`src/design/lsu_defs.svh`:
```
// load/store unit parameters

`ifndef LSU_DEFS_SVH
`define LSU_DEFS_SVH

// data path and bus widths
`define LSU_XLEN        32
`define LSU_STRB_W      4
`define LSU_REG_ADDR_W  5
`define LSU_COMMIT_ID_W 3

// entries in the tag queue and the write-data queue
`define LSU_FIFO_DEPTH  4

// bit positions inside the one-hot load kind
`define LSU_LD_LB       0
`define LSU_LD_LH       1
`define LSU_LD_LW       2
`define LSU_LD_LBU      3
`define LSU_LD_LHU      4

// bit positions inside the one-hot store kind
`define LSU_ST_SB       0
`define LSU_ST_SH       1
`define LSU_ST_SW       2

`endif

```
`src/design/lsu_pkg.sv`:
```
// load/store unit types

`include "lsu_defs.svh"

package lsu_pkg;

    // byte address and data word
    typedef logic [`LSU_XLEN-1:0] addr_t;
    typedef logic [`LSU_XLEN-1:0] data_t;

    // one enable bit per byte lane
    typedef logic [`LSU_STRB_W-1:0] strb_t;

    // lane index, address bits 1..0
    typedef logic [$clog2(`LSU_STRB_W)-1:0] byte_off_t;

    // writeback tags
    typedef logic [`LSU_REG_ADDR_W-1:0]  reg_addr_t;
    typedef logic [`LSU_COMMIT_ID_W-1:0] commit_id_t;

    // one-hot op kinds
    typedef logic [`LSU_LD_LHU:0] ld_kind_t;
    typedef logic [`LSU_ST_SW:0]  st_kind_t;

endpackage

```
`src/design/lsu_fifo.sv`:
```
// synchronous queue

`timescale 1ns/10ps

`include "lsu_defs.svh"

module lsu_fifo #(
    parameter int WIDTH = 36
) (
    input  logic             clk,
    input  logic             rst_n,
    input  logic             push_i,
    input  logic             pop_i,
    input  logic [WIDTH-1:0] din_i,
    output logic [WIDTH-1:0] dout_o,
    output logic             empty_o,
    output logic             full_o
);

    localparam int DEPTH = `LSU_FIFO_DEPTH;
    localparam int PTR_W = $clog2(DEPTH);

    logic [WIDTH-1:0] mem_q [DEPTH];
    logic [PTR_W-1:0] wr_ptr;
    logic [PTR_W-1:0] rd_ptr;
    logic [PTR_W-1:0] wr_ptr_nxt;
    logic [PTR_W-1:0] rd_ptr_nxt;
    logic             do_push;
    logic             do_pop;
    logic             empty_q;
    logic             full_q;

    // a push into a full queue only lands when the head leaves in the same cycle
    assign do_push = push_i & (~full_q | pop_i);
    assign do_pop  = pop_i & ~empty_q;

    assign wr_ptr_nxt = (wr_ptr == PTR_W'(DEPTH - 1)) ? '0 : wr_ptr + 1'b1;
    assign rd_ptr_nxt = (rd_ptr == PTR_W'(DEPTH - 1)) ? '0 : rd_ptr + 1'b1;

    always_ff @(posedge clk or negedge rst_n) begin
        if (!rst_n) begin
            wr_ptr  <= '0;
            rd_ptr  <= '0;
            empty_q <= 1'b1;
            full_q  <= 1'b0;
        end else if (do_push || do_pop) begin
            if (do_push) begin
                wr_ptr <= wr_ptr_nxt;
            end
            if (do_pop) begin
                rd_ptr <= rd_ptr_nxt;
            end
            // flags only move when the fill level changes
            if (do_push && !do_pop) begin
                empty_q <= 1'b0;
                full_q  <= (wr_ptr_nxt == rd_ptr);
            end else if (do_pop && !do_push) begin
                full_q  <= 1'b0;
                empty_q <= (rd_ptr_nxt == wr_ptr);
            end
        end
    end

    always_ff @(posedge clk) begin
        if (do_push) begin
            mem_q[wr_ptr] <= din_i;
        end
    end

    // head is visible without waiting for a pop
    assign dout_o  = mem_q[rd_ptr];
    assign empty_o = empty_q;
    assign full_o  = full_q;

endmodule

```
`src/design/lsu_load_align.sv`:
```
// load data extraction

`timescale 1ns/10ps

`include "lsu_defs.svh"

module lsu_load_align import lsu_pkg::*; (
    input  byte_off_t offset_i,
    input  ld_kind_t  ld_kind_i,
    input  data_t     rdata_i,
    output data_t     result_o
);

    data_t       shifted;
    logic [7:0]  lane_byte;
    logic [15:0] lane_half;

    // move the addressed byte down to bit 0
    assign shifted   = rdata_i >> {offset_i, 3'b000};
    assign lane_byte = shifted[7:0];
    assign lane_half = offset_i[1] ? rdata_i[31:16] : rdata_i[15:0];

    always_comb begin
        result_o = '0;
        if (ld_kind_i[`LSU_LD_LB]) begin
            result_o = {{24{lane_byte[7]}}, lane_byte};
        end else if (ld_kind_i[`LSU_LD_LH]) begin
            result_o = {{16{lane_half[15]}}, lane_half};
        end else if (ld_kind_i[`LSU_LD_LW]) begin
            result_o = rdata_i;
        end else if (ld_kind_i[`LSU_LD_LBU]) begin
            result_o = {24'h0, lane_byte};
        end else if (ld_kind_i[`LSU_LD_LHU]) begin
            result_o = {16'h0, lane_half};
        end
    end

endmodule

```
`src/design/lsu_read_ctrl.sv`:
```
// load path

`timescale 1ns/10ps

module lsu_read_ctrl import lsu_pkg::*; (
    input  logic       clk,
    input  logic       rst_n,
    input  logic       load_valid_i,
    input  addr_t      addr_i,
    input  ld_kind_t   ld_kind_i,
    input  reg_addr_t  rd_addr_i,
    input  commit_id_t commit_id_i,
    input  logic       arready_i,
    input  logic       rvalid_i,
    input  data_t      rdata_i,
    output logic       arvalid_o,
    output addr_t      araddr_o,
    output logic       rready_o,
    output logic       load_stall_o,
    output logic       reg_we_o,
    output data_t      reg_wdata_o,
    output reg_addr_t  reg_waddr_o,
    output commit_id_t commit_id_o
);

    // kind, lane, rd and commit id of one outstanding read
    localparam int TAG_W = $bits(ld_kind_t) + $bits(byte_off_t) + $bits(reg_addr_t)
                         + $bits(commit_id_t);

    logic             ar_fire;
    logic             bypass;
    logic             rsp_valid;
    logic             tag_push;
    logic             tag_pop;
    logic             tag_empty;
    logic             tag_full;
    logic [TAG_W-1:0] tag_in;
    logic [TAG_W-1:0] tag_head;
    logic [TAG_W-1:0] tag_cur;
    byte_off_t        req_off;
    ld_kind_t         cur_kind;
    byte_off_t        cur_off;
    reg_addr_t        cur_rd;
    commit_id_t       cur_cid;
    data_t            load_data;

    // no new read goes out while every tag slot is taken
    assign arvalid_o    = load_valid_i & ~tag_full;
    assign araddr_o     = addr_i;
    assign rready_o     = 1'b1;
    assign load_stall_o = load_valid_i & (tag_full | ~arready_i);

    assign ar_fire = arvalid_o & arready_i;
    assign req_off = addr_i[1:0];
    assign tag_in  = {ld_kind_i, req_off, rd_addr_i, commit_id_i};

    // response in the very cycle of the request, nothing older pending
    assign bypass    = tag_empty & ar_fire & rvalid_i;
    assign tag_push  = ar_fire & ~bypass;
    assign tag_pop   = rvalid_i & ~tag_empty;
    assign rsp_valid = tag_pop | bypass;

    lsu_fifo #(
        .WIDTH (TAG_W)
    ) i_tag_fifo (
        .clk     (clk),
        .rst_n   (rst_n),
        .push_i  (tag_push),
        .pop_i   (tag_pop),
        .din_i   (tag_in),
        .dout_o  (tag_head),
        .empty_o (tag_empty),
        .full_o  (tag_full)
    );

    assign tag_cur = bypass ? tag_in : tag_head;
    assign {cur_kind, cur_off, cur_rd, cur_cid} = tag_cur;

    lsu_load_align i_load_align (
        .offset_i  (cur_off),
        .ld_kind_i (cur_kind),
        .rdata_i   (rdata_i),
        .result_o  (load_data)
    );

    // writeback one cycle after the response, held until the next one
    always_ff @(posedge clk or negedge rst_n) begin
        if (!rst_n) begin
            reg_we_o    <= 1'b0;
            reg_wdata_o <= '0;
            reg_waddr_o <= '0;
            commit_id_o <= '0;
        end else begin
            reg_we_o <= rsp_valid;
            if (rsp_valid) begin
                reg_wdata_o <= load_data;
                reg_waddr_o <= cur_rd;
                commit_id_o <= cur_cid;
            end
        end
    end

endmodule

```
`src/design/lsu_store_align.sv`:
```
// store data alignment

`timescale 1ns/10ps

`include "lsu_defs.svh"

module lsu_store_align import lsu_pkg::*; (
    input  byte_off_t offset_i,
    input  st_kind_t  st_kind_i,
    input  data_t     data_i,
    output data_t     wdata_o,
    output strb_t     wstrb_o
);

    logic [4:0] byte_shift;
    logic [4:0] half_shift;

    // bit shift for the addressed byte lane and half-word lane
    assign byte_shift = {offset_i, 3'b000};
    assign half_shift = {offset_i[1], 4'b0000};

    always_comb begin
        wdata_o = '0;
        wstrb_o = '0;
        if (st_kind_i[`LSU_ST_SB]) begin
            wdata_o = data_t'(data_i[7:0]) << byte_shift;
            wstrb_o = strb_t'(4'b0001) << offset_i;
        end else if (st_kind_i[`LSU_ST_SH]) begin
            wdata_o = data_t'(data_i[15:0]) << half_shift;
            // low pair or high pair of lanes
            wstrb_o = offset_i[1] ? strb_t'(4'b1100) : strb_t'(4'b0011);
        end else if (st_kind_i[`LSU_ST_SW]) begin
            wdata_o = data_i;
            wstrb_o = '1;
        end
    end

endmodule

```
`src/design/lsu_top.sv`:
```
// load/store unit

`timescale 1ns/10ps

module lsu_top import lsu_pkg::*; (
    input  logic       clk,
    input  logic       rst_n,
    // core request
    input  logic       req_mem_i,
    input  addr_t      mem_op1_i,
    input  addr_t      mem_op2_i,
    input  data_t      mem_rs2_data_i,
    input  ld_kind_t   ld_kind_i,
    input  st_kind_t   st_kind_i,
    input  reg_addr_t  rd_addr_i,
    input  commit_id_t commit_id_i,
    input  logic       int_assert_i,
    // bus inputs
    input  logic       arready_i,
    input  logic       rvalid_i,
    input  data_t      rdata_i,
    input  logic       awready_i,
    input  logic       wready_i,
    input  logic       bvalid_i,
    // core status and writeback
    output logic       mem_stall_o,
    output logic       mem_busy_o,
    output logic       reg_we_o,
    output data_t      reg_wdata_o,
    output reg_addr_t  reg_waddr_o,
    output commit_id_t commit_id_o,
    // bus outputs
    output logic       arvalid_o,
    output addr_t      araddr_o,
    output logic       rready_o,
    output logic       awvalid_o,
    output addr_t      awaddr_o,
    output logic       wvalid_o,
    output data_t      wdata_o,
    output strb_t      wstrb_o,
    output logic       bready_o
);

    addr_t eff_addr;
    logic  req_valid;
    logic  load_valid;
    logic  store_valid;
    logic  load_stall;
    logic  store_stall;

    assign eff_addr = mem_op1_i + mem_op2_i;

    // an interrupt holds back any new request
    assign req_valid   = req_mem_i & ~int_assert_i;
    assign load_valid  = req_valid & (|ld_kind_i);
    assign store_valid = req_valid & (|st_kind_i);

    assign mem_stall_o = load_stall | store_stall;

    lsu_read_ctrl i_read_ctrl (
        .clk          (clk),
        .rst_n        (rst_n),
        .load_valid_i (load_valid),
        .addr_i       (eff_addr),
        .ld_kind_i    (ld_kind_i),
        .rd_addr_i    (rd_addr_i),
        .commit_id_i  (commit_id_i),
        .arready_i    (arready_i),
        .rvalid_i     (rvalid_i),
        .rdata_i      (rdata_i),
        .arvalid_o    (arvalid_o),
        .araddr_o     (araddr_o),
        .rready_o     (rready_o),
        .load_stall_o (load_stall),
        .reg_we_o     (reg_we_o),
        .reg_wdata_o  (reg_wdata_o),
        .reg_waddr_o  (reg_waddr_o),
        .commit_id_o  (commit_id_o)
    );

    // bvalid_i is accepted by the always-high bready and dropped
    lsu_write_ctrl i_write_ctrl (
        .clk           (clk),
        .rst_n         (rst_n),
        .store_valid_i (store_valid),
        .addr_i        (eff_addr),
        .st_kind_i     (st_kind_i),
        .store_data_i  (mem_rs2_data_i),
        .awready_i     (awready_i),
        .wready_i      (wready_i),
        .awvalid_o     (awvalid_o),
        .awaddr_o      (awaddr_o),
        .wvalid_o      (wvalid_o),
        .wdata_o       (wdata_o),
        .wstrb_o       (wstrb_o),
        .bready_o      (bready_o),
        .store_stall_o (store_stall),
        .busy_o        (mem_busy_o)
    );

endmodule

```
`src/design/lsu_write_ctrl.sv`:
```
// store path

`timescale 1ns/10ps

module lsu_write_ctrl import lsu_pkg::*; (
    input  logic     clk,
    input  logic     rst_n,
    input  logic     store_valid_i,
    input  addr_t    addr_i,
    input  st_kind_t st_kind_i,
    input  data_t    store_data_i,
    input  logic     awready_i,
    input  logic     wready_i,
    output logic     awvalid_o,
    output addr_t    awaddr_o,
    output logic     wvalid_o,
    output data_t    wdata_o,
    output strb_t    wstrb_o,
    output logic     bready_o,
    output logic     store_stall_o,
    output logic     busy_o
);

    localparam int WQ_W = $bits(strb_t) + $bits(data_t);

    logic            aw_fire;
    logic            wq_push;
    logic            wq_pop;
    logic            wq_empty;
    logic            wq_full;
    byte_off_t       st_off;
    data_t           new_wdata;
    strb_t           new_wstrb;
    data_t           head_wdata;
    strb_t           head_wstrb;
    logic [WQ_W-1:0] wq_head;

    assign st_off = addr_i[1:0];

    lsu_store_align i_store_align (
        .offset_i  (st_off),
        .st_kind_i (st_kind_i),
        .data_i    (store_data_i),
        .wdata_o   (new_wdata),
        .wstrb_o   (new_wstrb)
    );

    // address goes out only if its data beat has a place to wait
    assign awvalid_o     = store_valid_i & ~wq_full;
    assign awaddr_o      = addr_i;
    assign aw_fire       = awvalid_o & awready_i;
    assign store_stall_o = store_valid_i & (wq_full | ~awready_i);

    // older beats first, new data only bypasses an empty queue
    assign wq_push = aw_fire & ~(wq_empty & wready_i);
    assign wq_pop  = ~wq_empty & wready_i;

    lsu_fifo #(
        .WIDTH (WQ_W)
    ) i_wdata_fifo (
        .clk     (clk),
        .rst_n   (rst_n),
        .push_i  (wq_push),
        .pop_i   (wq_pop),
        .din_i   ({new_wstrb, new_wdata}),
        .dout_o  (wq_head),
        .empty_o (wq_empty),
        .full_o  (wq_full)
    );

    assign {head_wstrb, head_wdata} = wq_head;

    assign wvalid_o = ~wq_empty | aw_fire;
    assign wdata_o  = wq_empty ? new_wdata : head_wdata;
    assign wstrb_o  = wq_empty ? new_wstrb : head_wstrb;

    // write responses carry nothing the core needs
    assign bready_o = 1'b1;
    assign busy_o   = ~wq_empty;

endmodule

```
`config.mk`:
```
export PLATFORM = sky130hd
export DESIGN_NAME = lsu_top
export DESIGN_NICKNAME = d
export VERILOG_FILES = /design/src/design/lsu_pkg.sv /design/src/design/lsu_fifo.sv /design/src/design/lsu_load_align.sv /design/src/design/lsu_read_ctrl.sv /design/src/design/lsu_store_align.sv /design/src/design/lsu_top.sv /design/src/design/lsu_write_ctrl.sv
export VERILOG_INCLUDE_DIRS = /design/src /design/src/design
export SDC_FILE = /design/constraint.sdc
export NUM_CORES = 1
export LEC_CHECK = 0
export BUFFER_PORTS_ARGS = -buffer_cell sky130_fd_sc_hd__clkbuf_2
export CORE_MARGIN = 4
export CORE_UTILIZATION = 38
export DETAILED_ROUTE_END_ITERATION = 7
export REMOVE_ABC_BUFFERS = 1
export SYNTH_ARGS = -nofsm -noshare
export SYNTH_HDL_FRONTEND = slang
export SYNTH_SLANG_ARGS = --single-unit
```
`constraint.sdc`:
```
create_clock -name clk -period 7.15 [get_ports clk]
set_clock_uncertainty 0.1 [all_clocks]
set_input_delay 1.0725 -clock clk [delete_from_list [all_inputs] [get_ports clk]]
set_output_delay 1.0725 -clock clk [all_outputs]
set_load 0.02 [all_outputs]
```
==> out/metrics.yaml <==
startpoint_type: "input pin"
drtAntennaViolNets: 0
clk_transition_reported_paths_ns: 0.06
fin_crit_sh: 0.763
layout.nets: 1524
synthArstFlopShare: 0.206
antenna_found_initial: 0
cp_max_fo: 5
min_to: "i_read_ctrl.reg_wdata_o[7]"
cts_setup_buffers: 0
n_fill_cell: 3200
ir_drop_v: 0.000247
path_class: "input pin to output pin"
leakage_uw: 0.00646
hp-start: "i_read_ctrl.reg_wdata_o[7]"
routedWlPerCell_um: 20.5
grt_pass1_vias: 9760
period_minus_slack_ns: 5.45
grt_pass1_wl_um: 56400
cts_hold_buffers: 0
syn_avg_cell_area_um2: 12.5
drt_iter0_drc: 496
power_density_nw_per_um2: 365
holdPathStages: 2
grt_overflow: 0
outcome: "finished clean"
die_h_um: 196
yosysSeqAreaShare: 0.557
drt_first_pass_iters: 5
drv_slew: 0
grt_usage: 0.183
netlist_instances: 1068
die_w_um: 196
final_common_cell: "clkbuf_2"
vias_per_cell: 5.45
drive_gt1_frac: 0.322
slew_headroom: 0.227
diodes: 0
cpPeakStageDelay_ns: 0.60
finalPower_uw: 5820
layout-area-overhead-vs-synth_pct: 19.0
cts_resized: 0
ctsLongestPathBuffers: 3
reg2reg_from: "i_read_ctrl.i_tag_fifo.rd_ptr[1]"
io-pin-count: 301
core_area_um2: 34600
hold_path_class: "flop to flop"
final.setup.tns_ns: 0
dp_hpwl_um: 25900
cp.arrival_ns: 4.28
grt_max_degree: 54
multi_input_area_um2: 5410
cap_violations: 0
final_cell_mix: "clkbuf_2 (297), edfxtp_1 (204), nand2_1 (160), a21oi_1 (55)"
seqCellArea_um2: 7460
root_buffer: "clkbuf_16"
finalHoldViolations: 0
grt_setup_unrepaired: "false"
rr_worst_depth: 7
clock-sinks: 257
htree_levels: 1
wirelength_um: 37000
finalSetupViolCount: 0
crit_path_end_kind: "output pin"
worstMarginPinSlew_ns: 1.16
cp_slowest_cell: "a211oi_1"
start_util: 0.386
syn_area_um2: 13400
required_ns: 5.98
r2r-end: "i_read_ctrl.reg_wdata_o[27]"
fmax_mhz: 183
rrSetupSlack_ns: 3.34
remaining_drc_errors: 0
routabilityCongestion: 0.886
ys_ff_latch: 257
num_rows: 68
cts_inserted_buffers: 27
clk_latency_ns: 0.53
cts_tree: "built"
port_buffers: 297
die_area_um2: 38300
route.vias.total: 9825
yosys_warnings: 0
worstPathCellList: "clkbuf_2 > ha_1 > a211oi_1 > o21ai_0 > a21oi_1 > o21ai_0 > a211oi_1 > nand2_1 > o311ai_0 > clkbuf_2"
ys_types: 69
synth-edff-count: 204
synthFlopType: "edfxtp_1"
-- per-stage QoR --
stage	utilization	cell area, µm²	setup WS (ns)	cells	hold slack, ns
3_3_place_gp	0.436	15100	1.79	1753	0.368
5_1_grt	0.460	15900	1.37	1803	0.407
4_1_cts	0.460	15900	1.74	1803	0.393
3_5_place_dp	0.436	15100	1.75	1753	0.378
2_1_floorplan	-	12900	1.65	988	0.369
6_report	0.460	15900	1.70	1803	0.381
-- layout make-up --
type	instances	area share
clock buffer	42	0.0491
multi-input combinational	711	0.340
timing repair buffer	310	0.0994
inverter	20	0.00471
tap	455	0.0357
sequential	257	0.468
clock inverter	8	0.00314
-- worst max-delay path by stage --
| stage | end | slack, ns | from |
|---|---|---|---|
| 3_3_place_gp | awaddr_o[31] | 1.79 | mem_op1_i[1] |
| 2_1_floorplan | araddr_o[31] | 1.65 | mem_op1_i[6] |
| 3_5_place_dp | awaddr_o[31] | 1.75 | mem_op1_i[1] |
| 5_1_grt | araddr_o[31] | 1.37 | mem_op1_i[1] |
| 6_report | awaddr_o[31] | 1.70 | mem_op1_i[1] |
| 4_1_cts | awaddr_o[31] | 1.74 | mem_op1_i[1] |
-- metal layers --
| layer | track usage | vias to the layer above | share of wire |
|---|---|---|---|
| met2 | 0.295 | 379 | 0.47 |
| met4 | 0.0344 | 0 | 0.018 |
| met5 | 0 | - | 0 |
| met1 | 0.260 | 4834 | 0.43 |
| li1 | - | 4566 | - |
| met3 | 0.0397 | 46 | 0.080 |
-- cell usage after synthesis (all sizes together) (7+ instances only) --
master,instances,share of area
a211oi,13,0.0073
a21o,11,0.0062
a21oi,55,0.021
a221oi,11,0.0072
a22o,12,0.0079
a22oi,19,0.011
a31oi,16,0.0075
and2,20,0.0094
buf,50,0.025
clkbuf,31,0.0087
dfrtp,51,0.095
edfxtp,204,0.46
ha,43,0.040
inv,20,0.0056
mux2,20,0.017
mux2i,24,0.019
mux4,50,0.084
nand2,160,0.045
nand2b,8,0.0037
nand3,12,0.0045
nor2,39,0.011
nor2b,12,0.0056
o21ai,75,0.028
o21bai,7,0.0039
xnor2,22,0.014
xor2,12,0.0079
-- sequential cells by signal (all words and copies together), names as in the netlist --
signal,flops
i_write_ctrl.i_wdata_fifo.mem_q,144
i_read_ctrl.reg_waddr_o,5
i_read_ctrl.i_tag_fifo.wr_ptr,2
i_write_ctrl.i_wdata_fifo.full_o,1
i_write_ctrl.i_wdata_fifo.empty_o,1
i_write_ctrl.i_wdata_fifo.rd_ptr,2
i_read_ctrl.reg_wdata_o,32
i_read_ctrl.i_tag_fifo.rd_ptr,2
i_read_ctrl.i_tag_fifo.mem_q,60
i_write_ctrl.i_wdata_fifo.wr_ptr,2
i_read_ctrl.reg_we_o,1
i_read_ctrl.commit_id_o,3
i_read_ctrl.i_tag_fifo.empty_o,1
i_read_ctrl.i_tag_fifo.full_o,1
-- power breakdown --
part           total [µW]  switching (µW)  leakage [µW]  internal, µW
combinational        2520            1560       0.00354           963
sequential           1980             146       0.00251          1840
clock                1310             562      0.000408           752
total                5820            2270       0.00646          3550
-- cells by family after synthesis --
logic type               after synthesis  synth area share
AND/OR/NAND/NOR                      276            0.0914
AO/OA/AOI/OAI                        261             0.128
flip-flops                           257             0.557
buffers and inverters                101            0.0396
multiplexers                          94             0.120
adder cells (fa/ha/maj)               44            0.0417
XOR/XNOR                              34            0.0223
other                                  1          0.000280
-- critical path: cells and delay by family --
family                   cells  cell delay (ns)
AO/OA/AOI/OAI                6             2.41
buffers and inverters        2             0.38
adder cells (fa/ha/maj)      1             0.31
AND/OR/NAND/NOR              1             0.10
No activity file was read; power rests on OpenSTA's default activity.
